--- config.mk ---
export PLATFORM = sky130hd
export DESIGN_NAME = plru_tree
export DESIGN_NICKNAME = d
export VERILOG_FILES = /design/src/tag_dir_pkg.sv /design/src/tag_ram.sv /design/src/plru_tree.sv
export SDC_FILE = /design/constraint.sdc
export NUM_CORES = 1
export LEC_CHECK = 0
export BUFFER_PORTS_ARGS = -buffer_cell sky130_fd_sc_hd__buf_2
export CAP_MARGIN = 20
export CORE_MARGIN = 1.5
export CORE_UTILIZATION = 30
export DETAILED_ROUTE_END_ITERATION = 12
export PLACE_DENSITY = 0.47
export SETUP_SLACK_MARGIN = 0.4
export SLEW_MARGIN = 10
export SYNTH_ARGS = -nofsm -noshare
export SYNTH_HDL_FRONTEND = slang
export SYNTH_SLANG_ARGS = --single-unit
--- constraint.sdc ---
create_clock -name clk -period 8.3 [get_ports clk]
set_input_delay 0.83 -clock clk [delete_from_list [all_inputs] [get_ports clk]]
set_output_delay 0.83 -clock clk [all_outputs]
set_load 0.03 [all_outputs]
--- src/tag_dir_pkg.sv ---
// tag directory package.
// geometry of the four-way, 128-set tag directory, the layout of a stored
// entry and the enums shared by the controller and the testbench.

package tag_dir_pkg;

  // --------------------------------------------------------------------------
  // geometry
  // --------------------------------------------------------------------------

  // the low bits of a line address pick the set.
  localparam int set_bits = 7;
  localparam int num_sets = 128;

  // the remaining upper bits form the stored tag.
  localparam int tag_bits = 17;
  localparam int line_bits = 24;

  localparam int num_ways = 4;
  localparam int way_bits = 2;

  // one 3-bit tree per set for the pseudo-LRU choice.
  localparam int plru_bits = 3;

  // --------------------------------------------------------------------------
  // entry layout
  // --------------------------------------------------------------------------

  // an entry is {valid, tag, parity}, with the parity bit chosen so that
  // the whole entry has even parity.
  localparam int entry_bits = 19;

  // --------------------------------------------------------------------------
  // enums
  // --------------------------------------------------------------------------

  // command encoding, carried on the Wishbone address of a write.
  typedef enum logic [1:0] {
    cmd_lookup     = 2'd0,
    cmd_fill       = 2'd1,
    cmd_invalidate = 2'd2
  } tag_cmd_e;

  typedef enum logic [2:0] {
    idle,
    init_sweep,
    read_wait,
    compare,
    respond
  } ctrl_state_e;

endpackage

--- src/tag_ram.sv ---
// tag RAM.
// single read port and single write port synchronous RAM. the read address
// is registered and the array is read at the held address.

module tag_ram #(
  parameter int width = tag_dir_pkg::entry_bits,
  parameter int depth = tag_dir_pkg::num_sets
) (
  input  logic                     clk,
  input  logic                     rst,
  input  logic                     rd_en,
  input  logic [$clog2(depth)-1:0] rd_addr,
  output logic [width-1:0]         rd_data,
  input  logic                     wr_en,
  input  logic [$clog2(depth)-1:0] wr_addr,
  input  logic [width-1:0]         wr_data
);

  logic [width-1:0]         mem [depth];
  logic [$clog2(depth)-1:0] rd_addr_q;

  // the output follows writes to the held address in the next cycle.
  assign rd_data = mem[rd_addr_q];

  always_ff @(posedge clk) begin
    if (rst) begin
      rd_addr_q <= '0;
    end else if (rd_en) begin
      rd_addr_q <= rd_addr;
    end
  end

  always_ff @(posedge clk) begin
    if (wr_en) begin
      mem[wr_addr] <= wr_data;
    end
  end

endmodule

--- src/plru_tree.sv ---
// tree pseudo-LRU.
// keeps three replacement bits per set. bit 0 picks the half to victimize,
// bits 1 and 2 pick the way inside the lower and upper half.

module plru_tree (
  input  logic                             clk,
  input  logic                             rst,
  input  logic                             rd_en,
  input  logic [tag_dir_pkg::set_bits-1:0] rd_index,
  input  logic                             upd_en,
  input  logic [tag_dir_pkg::set_bits-1:0] upd_index,
  input  logic [tag_dir_pkg::way_bits-1:0] access_way,
  input  logic                             init_en,
  output logic [tag_dir_pkg::way_bits-1:0] victim
);

  logic [tag_dir_pkg::plru_bits-1:0] cur_bits;
  logic [tag_dir_pkg::plru_bits-1:0] next_bits;
  logic [tag_dir_pkg::plru_bits-1:0] wr_bits;

  tag_ram #(
    .width (tag_dir_pkg::plru_bits),
    .depth (tag_dir_pkg::num_sets)
  ) ram_i (
    .clk     (clk),
    .rst     (rst),
    .rd_en   (rd_en),
    .rd_addr (rd_index),
    .rd_data (cur_bits),
    .wr_en   (upd_en || init_en),
    .wr_addr (upd_index),
    .wr_data (wr_bits)
  );

  // an access points the tree away from the way just used.
  // only the root and the bit of the accessed half change.
  always_comb begin
    next_bits = cur_bits;
    case (access_way)
      2'd0: begin
        next_bits[0] = 1'b1;
        next_bits[1] = 1'b1;
      end
      2'd1: begin
        next_bits[0] = 1'b1;
        next_bits[1] = 1'b0;
      end
      2'd2: begin
        next_bits[0] = 1'b0;
        next_bits[2] = 1'b1;
      end
      default: begin
        next_bits[0] = 1'b0;
        next_bits[2] = 1'b0;
      end
    endcase
  end

  assign wr_bits = init_en ? '0 : next_bits;

  // a set bit in a half means its lower way was used last.
  assign victim = cur_bits[0] ? {1'b1, cur_bits[2]} : {1'b0, cur_bits[1]};

endmodule

==> reports/summary.txt <==
Max Clock Freq - 193 MHz
Worst vdd ir - 133 uV
Most common cell after layout, fill and taps aside - edfxtp_1
Setup CP Type - reg2out
Clk sinks - 398
Antenna Violating Nets Remaining - 0
Clock buffer depth - 3
Hold path startpoint - ram_i.rd_addr_q[1]$_SDFFE_PP0P_
Synth unique cells - 47
Crit-path max FO - 43
Worst-Skew Late Latency - 550 ps
Yosys warns - 0
Antenna violations before repair - 0
Cell taking the most area after synthesis - edfxtp_1
First-pass GRT wire length - 55.8 mm
Sequential area share after synthesis - 74.0%
Final Critical Period - 5170 ps
Number of global-route vias before repair - 8,152
Post_cts resized - 0
Tightest Pin Transition - 875 ps
Critical Path Max Stage Delay - 870 ps
Switch share - 21.5%
Antenna cells - 0
CTS tree - built
Area occupied by registers - 0.0118 mm^2
Die Ht - 234 um
RSZ-0062 raised after global routing - no
Total power divided by cell area - 240 mW/mm^2
Dominant synthesized flop cell - edfxtp_1
Crit end category - output pin
DRC - 0
Vias per cell - 4.95
Slowest library cell on the worst path - dfxtp_4
P&R area growth vs syn - 13.9%
Share of layout cells above drive strength 1 - 21.3%
Nets@finish - 882
Cells on worst reg2reg path - 8
Hold Vio Cnt, Final - 0
Run status - finished, final reports clean
Max-cap violation count - 0
Router iterations before antenna repair - 5
Kind of cell adding the most delay to the critical path - multiplexers
Setup_tns - 0 ps
Cells after DPL - 1,505
Portion of netlist area occupied by mux cells - 16.2%
P_leak - 5.32 nW
Largest family of logic cells by synthesized area - multiplexers
GP Congestion - 0.797
Gr usage total - 14.3%
Post-Synth XOR/XNOR Area - 0%
Die area - 0.0546 mm^2
Root buffer cell - clkbuf_16
Simple-Gate Fraction of Synth Area - 5.72%
Ports - 23
Core Box Area - 0.0526 mm^2
H-tree levels - 2
Largest net degree at the start of global routing - 89
Initial Util - 30.4%
Post-synth EDFFs - 384
Worst Path Arrival - 4340 ps
Max Slew Vio Count - 0
Hold endpoint - ram_i.rd_addr_q[1]$_SDFFE_PP0P_
Reg clk slew, reported paths - 60 ps
R2r setup slk - 3680 ps
Initial DRC count - 657
Startpoint types - flop
Remaining global-route overflow - 0
Worst Path Required - 7470 ps
Dominant cells by area after synthesis - edfxtp_1 72%, mux4_2 11%, mux4_1 4.3%
Via count - 7,828
Cells after Synth - 819
Int Power - 3.42 mW
Compound-cell area share of the yosys netlist - 2.15%
Sequential share of power - 51.7%
Setup violators final - 0
Syn_area_per_cell - 19.5 um^2
Non-Filler Instances - 1,582
Psw - 0.934 mW
Crit path cell chain - buf_4, mux4_1, a22oi_1, nand3b_1, a311oi_1, a211oi_1, mux2_2, buf_2
Post-synthesis instance area - 0.0160 mm^2
Die width - 234 um
Clk pwr share - 42.8%
Hold depth - 2
Flop and latch count out of synthesis - 398
Relative slew slack - 41.7%
Clock Skews - 11.2 ps
Post-CTS setup buffer count - 0
Most frequent cells in the layout - 384 x edfxtp_1, 141 x nor2_1, 75 x mux4_2
Area of the multi-input gates - 0.00386 mm^2
Post-synthesis async set-or-reset flop share - 0%
FP Rows - 84
Port buffer count - 22
Fill cell count - 4,950
RR Endpoint - ram_i.mem[74][1]$_DFFE_PP_
Area share of the leading cell type in the synthesized netlist - 72.3%
Period utilization - 62.3%
Routed length per instance - 23.9 um
Total wire length - 37.8 mm
Mapped Nets - 840
Worst min-delay path class - reg2reg
Buf/Inv on CP - 2
Power share of the combinational group - 5.5%
CTS Hold Buffers Added - 0
Final HPWL DP - 23.0 mm
Adder-cell area share of the yosys netlist - 0%
CTS Buf Count - 42
per-layer routing:
layer | routed length, um | track usage, % | up-vias
li1 | - | - | 3434
met1 | 17100 | 19.5 | 4151
met2 | 17800 | 22.6 | 191
met3 | 2160 | 3.55 | 52
met4 | 758 | 3.79 | 0
met5 | 0 | 0 | -
how the worst max path moves through the flow:
stage / from / slack, ps / cells past startpoint / endpoint
6_report: flop / 3130 / 8 / victim[0]
5_1_grt: flop / 2800 / 8 / victim[0]
4_1_cts: flop / 3020 / 8 / victim[0]
3_5_place_dp: flop / 3610 / 8 / ram_i.mem[85][1]$_DFFE_PP_
3_3_place_gp: flop / 3660 / 8 / victim[0]
2_1_floorplan: init_en / 2210 / 2 / ram_i.mem[0][2]$_DFFE_PP_
through the flow:
step,instance area [um^2],hold slack [ps],total power [mW],setup slack (ps),util [%]
2_1_floorplan,16000,463,2.45,2210,-
3_3_place_gp,16800,496,2.54,3660,32.0
3_5_place_dp,16800,496,2.54,3610,32.0
4_1_cts,18200,514,4.41,3020,34.6
5_1_grt,18200,541,4.50,2800,34.6
6_report,18200,512,4.35,3130,34.6
sequential cells by signal, indices dropped and copies added, names as in the netlist, named ones only:
| signal | cells |
|---|---|
| ram_i.mem | 384 |
| ram_i.rd_addr_q | 7 |
cell usage after synthesis, types with 8 or more instances:
master    number
a22oi_1       13
buf_2          8
clkbuf_1      16
dfxtp_1       14
edfxtp_1     384
mux2i_1       20
mux4_1        26
mux4_2        75
nand2_1       12
nand2b_1      11
nand3_1       10
nor2_1       142
o22ai_1        9
area by class of cell:
| class | count | share of cell area, % |
|---|---|---|
| Inverter | 2 | 0.0413 |
| Clock inverter | 30 | 1.34 |
| Timing Repair Buffer | 40 | 1.35 |
| Clock buffer | 47 | 6.24 |
| Sequential cell | 398 | 65.0 |
| Tap cell | 688 | 4.74 |
| Multi-Input combinational cell | 377 | 21.3 |
cell families (layout without fill, tap and decap cells):
family,Yosys count,in the layout
AOI/OAI and AO/OA,47,47
DFF,398,398
and+or+nand+nor,208,208
buffers and inverters,44,119
muxes,122,122
power by group through the flow:
stage          sequential (mW)  clock, mW  combinational, mW
2_1_floorplan             2.28          0              0.162
3_3_place_gp              2.29          0              0.241
3_5_place_dp              2.29          0              0.243
4_1_cts                   2.25       1.91              0.243
5_1_grt                   2.25       1.99              0.259
6_report                  2.25       1.86              0.239
worst reg2reg max path: stages (launching register included):
cell	delay [ps]
dfxtp_4	870
buf_4	810
mux4_2	440
mux2i_1	80
o211ai_1	250
a311oi_1	130
a211oi_1	320
a31o_4	540
buf_4	810
(Power assumes the default switching activity.)
