--- src/tag_dir_pkg.sv ---
// tag directory package.
// geometry of the four-way, 128-set tag directory, the layout of a stored
// entry and the enums shared by the controller and the testbench.

package tag_dir_pkg;

  // --------------------------------------------------------------------------
  // geometry
  // --------------------------------------------------------------------------

  // the low bits of a line address pick the set.
  localparam int set_bits = 7;
  localparam int num_sets = 128;

  // the remaining upper bits form the stored tag.
  localparam int tag_bits = 17;
  localparam int line_bits = 24;

  localparam int num_ways = 4;
  localparam int way_bits = 2;

  // one 3-bit tree per set for the pseudo-LRU choice.
  localparam int plru_bits = 3;

  // --------------------------------------------------------------------------
  // entry layout
  // --------------------------------------------------------------------------

  // an entry is {valid, tag, parity}, with the parity bit chosen so that
  // the whole entry has even parity.
  localparam int entry_bits = 19;

  // --------------------------------------------------------------------------
  // enums
  // --------------------------------------------------------------------------

  // command encoding, carried on the Wishbone address of a write.
  typedef enum logic [1:0] {
    cmd_lookup     = 2'd0,
    cmd_fill       = 2'd1,
    cmd_invalidate = 2'd2
  } tag_cmd_e;

  typedef enum logic [2:0] {
    idle,
    init_sweep,
    read_wait,
    compare,
    respond
  } ctrl_state_e;

endpackage

--- src/tag_way_if.sv ---
// tag way interface.
// carries the read and write-back requests from the controller to one way
// and the lookup result back. results are valid one cycle after rd_en.

interface tag_way_if;

  // requests from the controller.
  logic                             rd_en;
  logic [tag_dir_pkg::set_bits-1:0] rd_index;
  logic [tag_dir_pkg::tag_bits-1:0] cmp_tag;
  logic                             wr_en;
  logic [tag_dir_pkg::set_bits-1:0] wr_index;
  logic                             wr_clear;

  // lookup result from the way.
  logic                             hit;
  logic                             entry_valid;
  logic [tag_dir_pkg::tag_bits-1:0] entry_tag;
  logic                             parity_err;

  modport ctrl (
    output rd_en, rd_index, cmp_tag, wr_en, wr_index, wr_clear,
    input  hit, entry_valid, entry_tag, parity_err
  );

  modport way (
    input  rd_en, rd_index, cmp_tag, wr_en, wr_index, wr_clear,
    output hit, entry_valid, entry_tag, parity_err
  );

endinterface

--- src/tag_ram.sv ---
// tag RAM.
// single read port and single write port synchronous RAM. the read address
// is registered and the array is read at the held address.

module tag_ram #(
  parameter int width = tag_dir_pkg::entry_bits,
  parameter int depth = tag_dir_pkg::num_sets
) (
  input  logic                     clk,
  input  logic                     rst,
  input  logic                     rd_en,
  input  logic [$clog2(depth)-1:0] rd_addr,
  output logic [width-1:0]         rd_data,
  input  logic                     wr_en,
  input  logic [$clog2(depth)-1:0] wr_addr,
  input  logic [width-1:0]         wr_data
);

  logic [width-1:0]         mem [depth];
  logic [$clog2(depth)-1:0] rd_addr_q;

  // the output follows writes to the held address in the next cycle.
  assign rd_data = mem[rd_addr_q];

  always_ff @(posedge clk) begin
    if (rst) begin
      rd_addr_q <= '0;
    end else if (rd_en) begin
      rd_addr_q <= rd_addr;
    end
  end

  always_ff @(posedge clk) begin
    if (wr_en) begin
      mem[wr_addr] <= wr_data;
    end
  end

endmodule

--- src/tag_way.sv ---
// tag way.
// one way of tag storage. builds and writes entries with even parity,
// checks the parity of the entry read back and compares its tag with the
// tag held by the controller.

module tag_way (
  input  logic   clk,
  input  logic   rst,
  tag_way_if.way bus
);

  logic [tag_dir_pkg::entry_bits-1:0] rd_entry;
  logic [tag_dir_pkg::entry_bits-1:0] new_entry;
  logic [tag_dir_pkg::entry_bits-1:0] wr_entry;
  logic                               new_parity;
  logic                               stored_valid;
  logic [tag_dir_pkg::tag_bits-1:0]   stored_tag;
  logic                               parity_ok;

  // --------------------------------------------------------------------------
  // write side
  // --------------------------------------------------------------------------

  // the parity bit makes the xor over the whole entry zero.
  assign new_parity = ^{1'b1, bus.cmp_tag};
  assign new_entry  = {1'b1, bus.cmp_tag, new_parity};

  // clearing writes all zero, which also has even parity.
  assign wr_entry = bus.wr_clear ? '0 : new_entry;

  tag_ram #(
    .width (tag_dir_pkg::entry_bits),
    .depth (tag_dir_pkg::num_sets)
  ) ram_i (
    .clk     (clk),
    .rst     (rst),
    .rd_en   (bus.rd_en),
    .rd_addr (bus.rd_index),
    .rd_data (rd_entry),
    .wr_en   (bus.wr_en),
    .wr_addr (bus.wr_index),
    .wr_data (wr_entry)
  );

  // --------------------------------------------------------------------------
  // read side
  // --------------------------------------------------------------------------

  assign stored_valid = rd_entry[tag_dir_pkg::entry_bits-1];
  assign stored_tag   = rd_entry[tag_dir_pkg::entry_bits-2:1];
  assign parity_ok    = ~^rd_entry;

  // an entry with bad parity never hits, so the line is refetched.
  assign bus.hit         = stored_valid && parity_ok && (stored_tag == bus.cmp_tag);
  assign bus.entry_valid = stored_valid;
  assign bus.entry_tag   = stored_tag;
  assign bus.parity_err  = stored_valid && !parity_ok;

endmodule

--- src/flat_wrapper.sv ---
// flat-port wrapper written by rule: the top's interface ports become plain ports
module tag_way_flat 
  (clk, rst, bus_rd_en, bus_rd_index, bus_cmp_tag, bus_wr_en, bus_wr_index, bus_wr_clear, bus_hit, bus_entry_valid, bus_entry_tag, bus_parity_err);
  tag_way_if bus_i ();
  input  logic clk;
  input  logic rst;
  input wire logic [$bits(bus_i.rd_en)-1:0] bus_rd_en;
  input wire logic [$bits(bus_i.rd_index)-1:0] bus_rd_index;
  input wire logic [$bits(bus_i.cmp_tag)-1:0] bus_cmp_tag;
  input wire logic [$bits(bus_i.wr_en)-1:0] bus_wr_en;
  input wire logic [$bits(bus_i.wr_index)-1:0] bus_wr_index;
  input wire logic [$bits(bus_i.wr_clear)-1:0] bus_wr_clear;
  output wire logic [$bits(bus_i.hit)-1:0] bus_hit;
  output wire logic [$bits(bus_i.entry_valid)-1:0] bus_entry_valid;
  output wire logic [$bits(bus_i.entry_tag)-1:0] bus_entry_tag;
  output wire logic [$bits(bus_i.parity_err)-1:0] bus_parity_err;
  assign bus_i.rd_en = bus_rd_en;
  assign bus_i.rd_index = bus_rd_index;
  assign bus_i.cmp_tag = bus_cmp_tag;
  assign bus_i.wr_en = bus_wr_en;
  assign bus_i.wr_index = bus_wr_index;
  assign bus_i.wr_clear = bus_wr_clear;
  assign bus_hit = bus_i.hit;
  assign bus_entry_valid = bus_i.entry_valid;
  assign bus_entry_tag = bus_i.entry_tag;
  assign bus_parity_err = bus_i.parity_err;
  tag_way u_core (.clk(clk), .rst(rst), .bus(bus_i));
endmodule
--- config.mk ---
export PLATFORM = sky130hd
export DESIGN_NAME = tag_way_flat
export DESIGN_NICKNAME = d
export VERILOG_FILES = /design/src/tag_dir_pkg.sv /design/src/tag_way_if.sv /design/src/tag_ram.sv /design/src/tag_way.sv /design/src/flat_wrapper.sv
export SDC_FILE = /design/constraint.sdc
export NUM_CORES = 2
export LEC_CHECK = 0
export ABC_CLOCK_PERIOD_IN_PS = 7500
export BUFFER_PORTS_ARGS = -buffer_cell sky130_fd_sc_hd__buf_2
export CORE_MARGIN = 4
export CORE_UTILIZATION = 45
export DETAILED_ROUTE_END_ITERATION = 7
export HOLD_SLACK_MARGIN = 0.12
export SLEW_MARGIN = 10
export SYNTH_ARGS = -nofsm -noshare
export SYNTH_HDL_FRONTEND = slang
export SYNTH_SLANG_ARGS = --single-unit
--- constraint.sdc ---
create_clock -name clk -period 7.5 [get_ports clk]
set_input_delay 2.25 -clock clk [delete_from_list [all_inputs] [get_ports clk]]
set_output_delay 2.25 -clock clk [all_outputs]
set_load 0.005 [all_outputs]
==> results.cfg <==
[synth]
synthTopCellsByCount = sky130_fd_sc_hd__edfxtp_1 (2432), sky130_fd_sc_hd__mux4_2 (498), sky130_fd_sc_hd__mux2i_1 (346), sky130_fd_sc_hd__nor2_1 (194), sky130_fd_sc_hd__nand2_1 (164)
cell_area_after_synthesis_mm2 = 0.09549
synth_edf_count = 2432
synthDistinctLibCells = 74
seq_area_frac_synth_pct = 76.77
synth.top_cell.area_share_pct = 76.48
yosys_register_bits = 2446
async_reset_ff_share_pct = 0
synthesis.nets = 4588
ys.flop_type = sky130_fd_sc_hd__edfxtp_1
yosysMostFrequentCell = sky130_fd_sc_hd__edfxtp_1
yosys-top-cells-area = sky130_fd_sc_hd__edfxtp_1 (76%), sky130_fd_sc_hd__mux4_2 (12%), sky130_fd_sc_hd__mux2i_1 (3.6%), sky130_fd_sc_hd__a22oi_1 (0.87%), sky130_fd_sc_hd__nor2_1 (0.76%)
netlist.top_cell.by_area = sky130_fd_sc_hd__edfxtp_1
avgSynthCellArea_um2 = 20.98
synth_cells = 4552
ys.warnings.count = 0

[place]
pre_cts_slack_ns = -0.6444
portBuffers = 55
finalWeightedCongestion = 0.9966
hpwlAfterDp_mm = 181.8

[power_and_ir_drop]
max-vdd-ir-drop_mv = 0.2214
clock_power_share_pct = 40.4
combinationalPowerShare_pct = 8.2
p_int_mw = 22.81
total_power_mw = 29.57
power.static_leakage_nw = 32.16
pwr_density_cell_mw_per_mm2 = 264.3
pwr-share-seq_pct = 51.4
p_sw_share_pct = 22.86
total_switching_power_mw = 6.761

[sta]
final.period_utilization_pct = 102.6
report.final.setup_viol = 1
fin_worst_hold_slack_ns = 0.5058
post-route-worst-setup-slack_ns = -0.1976
fin_skew_ns = 0.004143
tightestPinTransition_ns = 1.303
setup-tns-final_ns = -0.1976
finalCriticalPeriod_ns = 7.698
timing.fmax_ghz = 0.1299
timing.max_slew.rel_slack_pct = 12.97
pins_over_slew_limit = 0
report.final.hold_viol_count = 0
grt_setup_unrepaired = yes

[drt]
via_per_inst = 6.323
route.antenna.remaining_nets = 0
detail_route.drc_violations = 0
dr_total_vias = 51100
wirelength_mm = 302.4
routedWlPerCell_um = 37.42
drt_first_pass_iters = 5
iteration_0_drc_count_of_the_detailed_router = 7095

[floorplan]
die-width_um = 468.7
initial_utilization_pct = 45.38
die_h_um = 468.7
design.portCount = 56
fp-row-count = 168
dieArea_mm2 = 0.2196
core_area_mm2 = 0.2104

[grt]
overflow = 0
grt_pass1_vias = 49760
wire_length_of_the_first_global_routing_pass_mm = 414.2
grtUsageTotal_pct = 27.45
grt_antenna_before_repair = 24
grt_max_degree = 105

[clock_tree]
clk-insertion-delay-late_ns = 0.88
clock-root-buffer = sky130_fd_sc_hd__clkbuf_16
tritoncts_clock_tree = yes
cts.hold.buffers_added = 0
numCtsBuffers = 237
clock-sinks = 2446
path_clk_slew_ns = 0.06
max-clock-path-buffers = 3
clock_tree.htree_level_count = 4

[setup_path]
critPathCaptureType = output pin
cp-start-kind = flop
crit_path_cell_trace = buf_12 > buf_16 > buf_4 > buf_8 > mux4_2 > o211ai_1 > nand4_1 > a211o_4 > mux2_4 > xnor2_2 > xor2_1 > xnor3_2 > nor4_4 > buf_4 > buf_6
cp.required_ns = 5.25
critPathMaxFanout = 6
worst_path_largest_cell_delay_ns = 0.58
cpMaxStageDelayCell = sky130_fd_sc_hd__o211ai_1
critical_path_arrival_ns = 5.45
timing.critical_path.mode_cell = sky130_fd_sc_hd__buf_4
critical_path_class = reg -> out

[outcome]
violations = negative setup slack
run_status = finished, violations left

[final_layout]
final_nets = 5095
layout-drive-gt1-share_pct = 30.95
area_growth_pct = 17.14

[min_path]
worst_hold_path_type = reg -> reg

[flow_run]
drv.max_cap_violation_count = 0
layer usage:
metal  share of wire (%)  global-route usage, %  routed length, µm
met1                  38                  37.33             115500
met2                  46                  41.49             138800
met3                 9.3                  5.728              28050
met4                 6.6                  15.75              19890
met5               0.065                      0                197
layout by cell type, fill, tap and decap left out, drive strengths merged, types with 7 or more instances in the layout:
cell,count
a221oi,15
bufbuf,10
nor2b,38
clkbuf,295
o21ai,26
a32oi,16
o22ai,24
and2,8
inv,19
nand4,22
nor4,11
nor3,33
bufinv,26
nand2,164
nor2,195
mux2,12
dfxtp,14
nand3,58
a22oi,112
clkinv,114
a21oi,62
o211ai,12
edfxtp,2432
mux4,498
a211oi,9
nand2b,7
mux2i,346
buf,511
and3,14
o2111ai,12
diode,13
o221ai,23
xnor2,26
xor2,18
a31oi,11
a22o,7
timing repair:
action / 4_1_cts / 5_1_grt
pin swaps: 14 / 18
endpoints found under the hold margin: 0 / 0
resized for setup: 125 / 57
setup buffers: 74 / 30
cloned: 13 / 1
endpoints found under the setup margin: 2 / 2
through the flow:
stage               instances  area [µm²]  utilization [%]
finish                   8081      111900            53.16
global route             8076      111800            53.16
CTS                      8037      111200            52.87
detailed placement       7508      101700            48.35
global placement         7508      101700            48.35
floorplan                4552       95490                -
worst max-delay path: cells and delay by family (launching register included):
kind | cells | cell delay (ns)
AO/OA/AOI/OAI | 2 | 1.02
multiplexers | 2 | 0.86
flip-flops | 1 | 0.44
buffers and inverters | 6 | 0.92
XOR/XNOR | 3 | 0.65
AND/OR/NAND/NOR | 2 | 0.65
logic make-up (layout without fill, tap and decap cells):
group | Yosys count | count (layout) | share of synthesized area (%)
muxes | 856 | 856 | 15.52
buffers and inverters | 270 | 981 | 1.723
other | 0 | 13 | 0
xor gates and xnor gates | 49 | 49 | 0.5294
and+or+nand+nor | 563 | 563 | 2.670
DFF | 2446 | 2446 | 76.77
AOI/OAI and AO/OA | 368 | 368 | 2.786
layout make-up:
cell class              instances  area (µm²)
fillers                     16177       98550
flip-flops and latches       2446       73330
multi-input cells            1836       21920
clock buffers                 294        6208
repair buffers                522        5225
well taps                    2805        3510
clock inverters               149        1554
inverters                      16       73.82
diodes                         13       32.53
final timing paths:
| kind | startpoint | to | slack, ns | cells past startpoint |
|---|---|---|---|---|
| worst max register to register | u_core.ram_i.rd_addr_q[2] | flop | 6.64 | 2 |
| worst min register to register | u_core.ram_i.rd_addr_q[6] | flop | 0.51 | 2 |
| worst max-delay path | flop | bus_hit | -0.20 | 15 |
| worst min-delay path | u_core.ram_i.rd_addr_q[6] | flop | 0.51 | 2 |
state kept, by name (all words and copies together) (netlist names), named ones only:
signal	cells
u_core.ram_i.rd_addr_q	7
u_core.ram_i.mem	2432
power by group through the flow:
stage	clock, mW	sequential (mW)	combinational, mW
finish	11.9	15.2	2.42
global route	12.7	15.2	2.49
CTS	12.1	15.2	2.30
detailed placement	0	15.5	2.13
global placement	0	15.5	2.11
floorplan	0	15.5	1.10
Note: power is estimated with default switching activity, not from simulation.
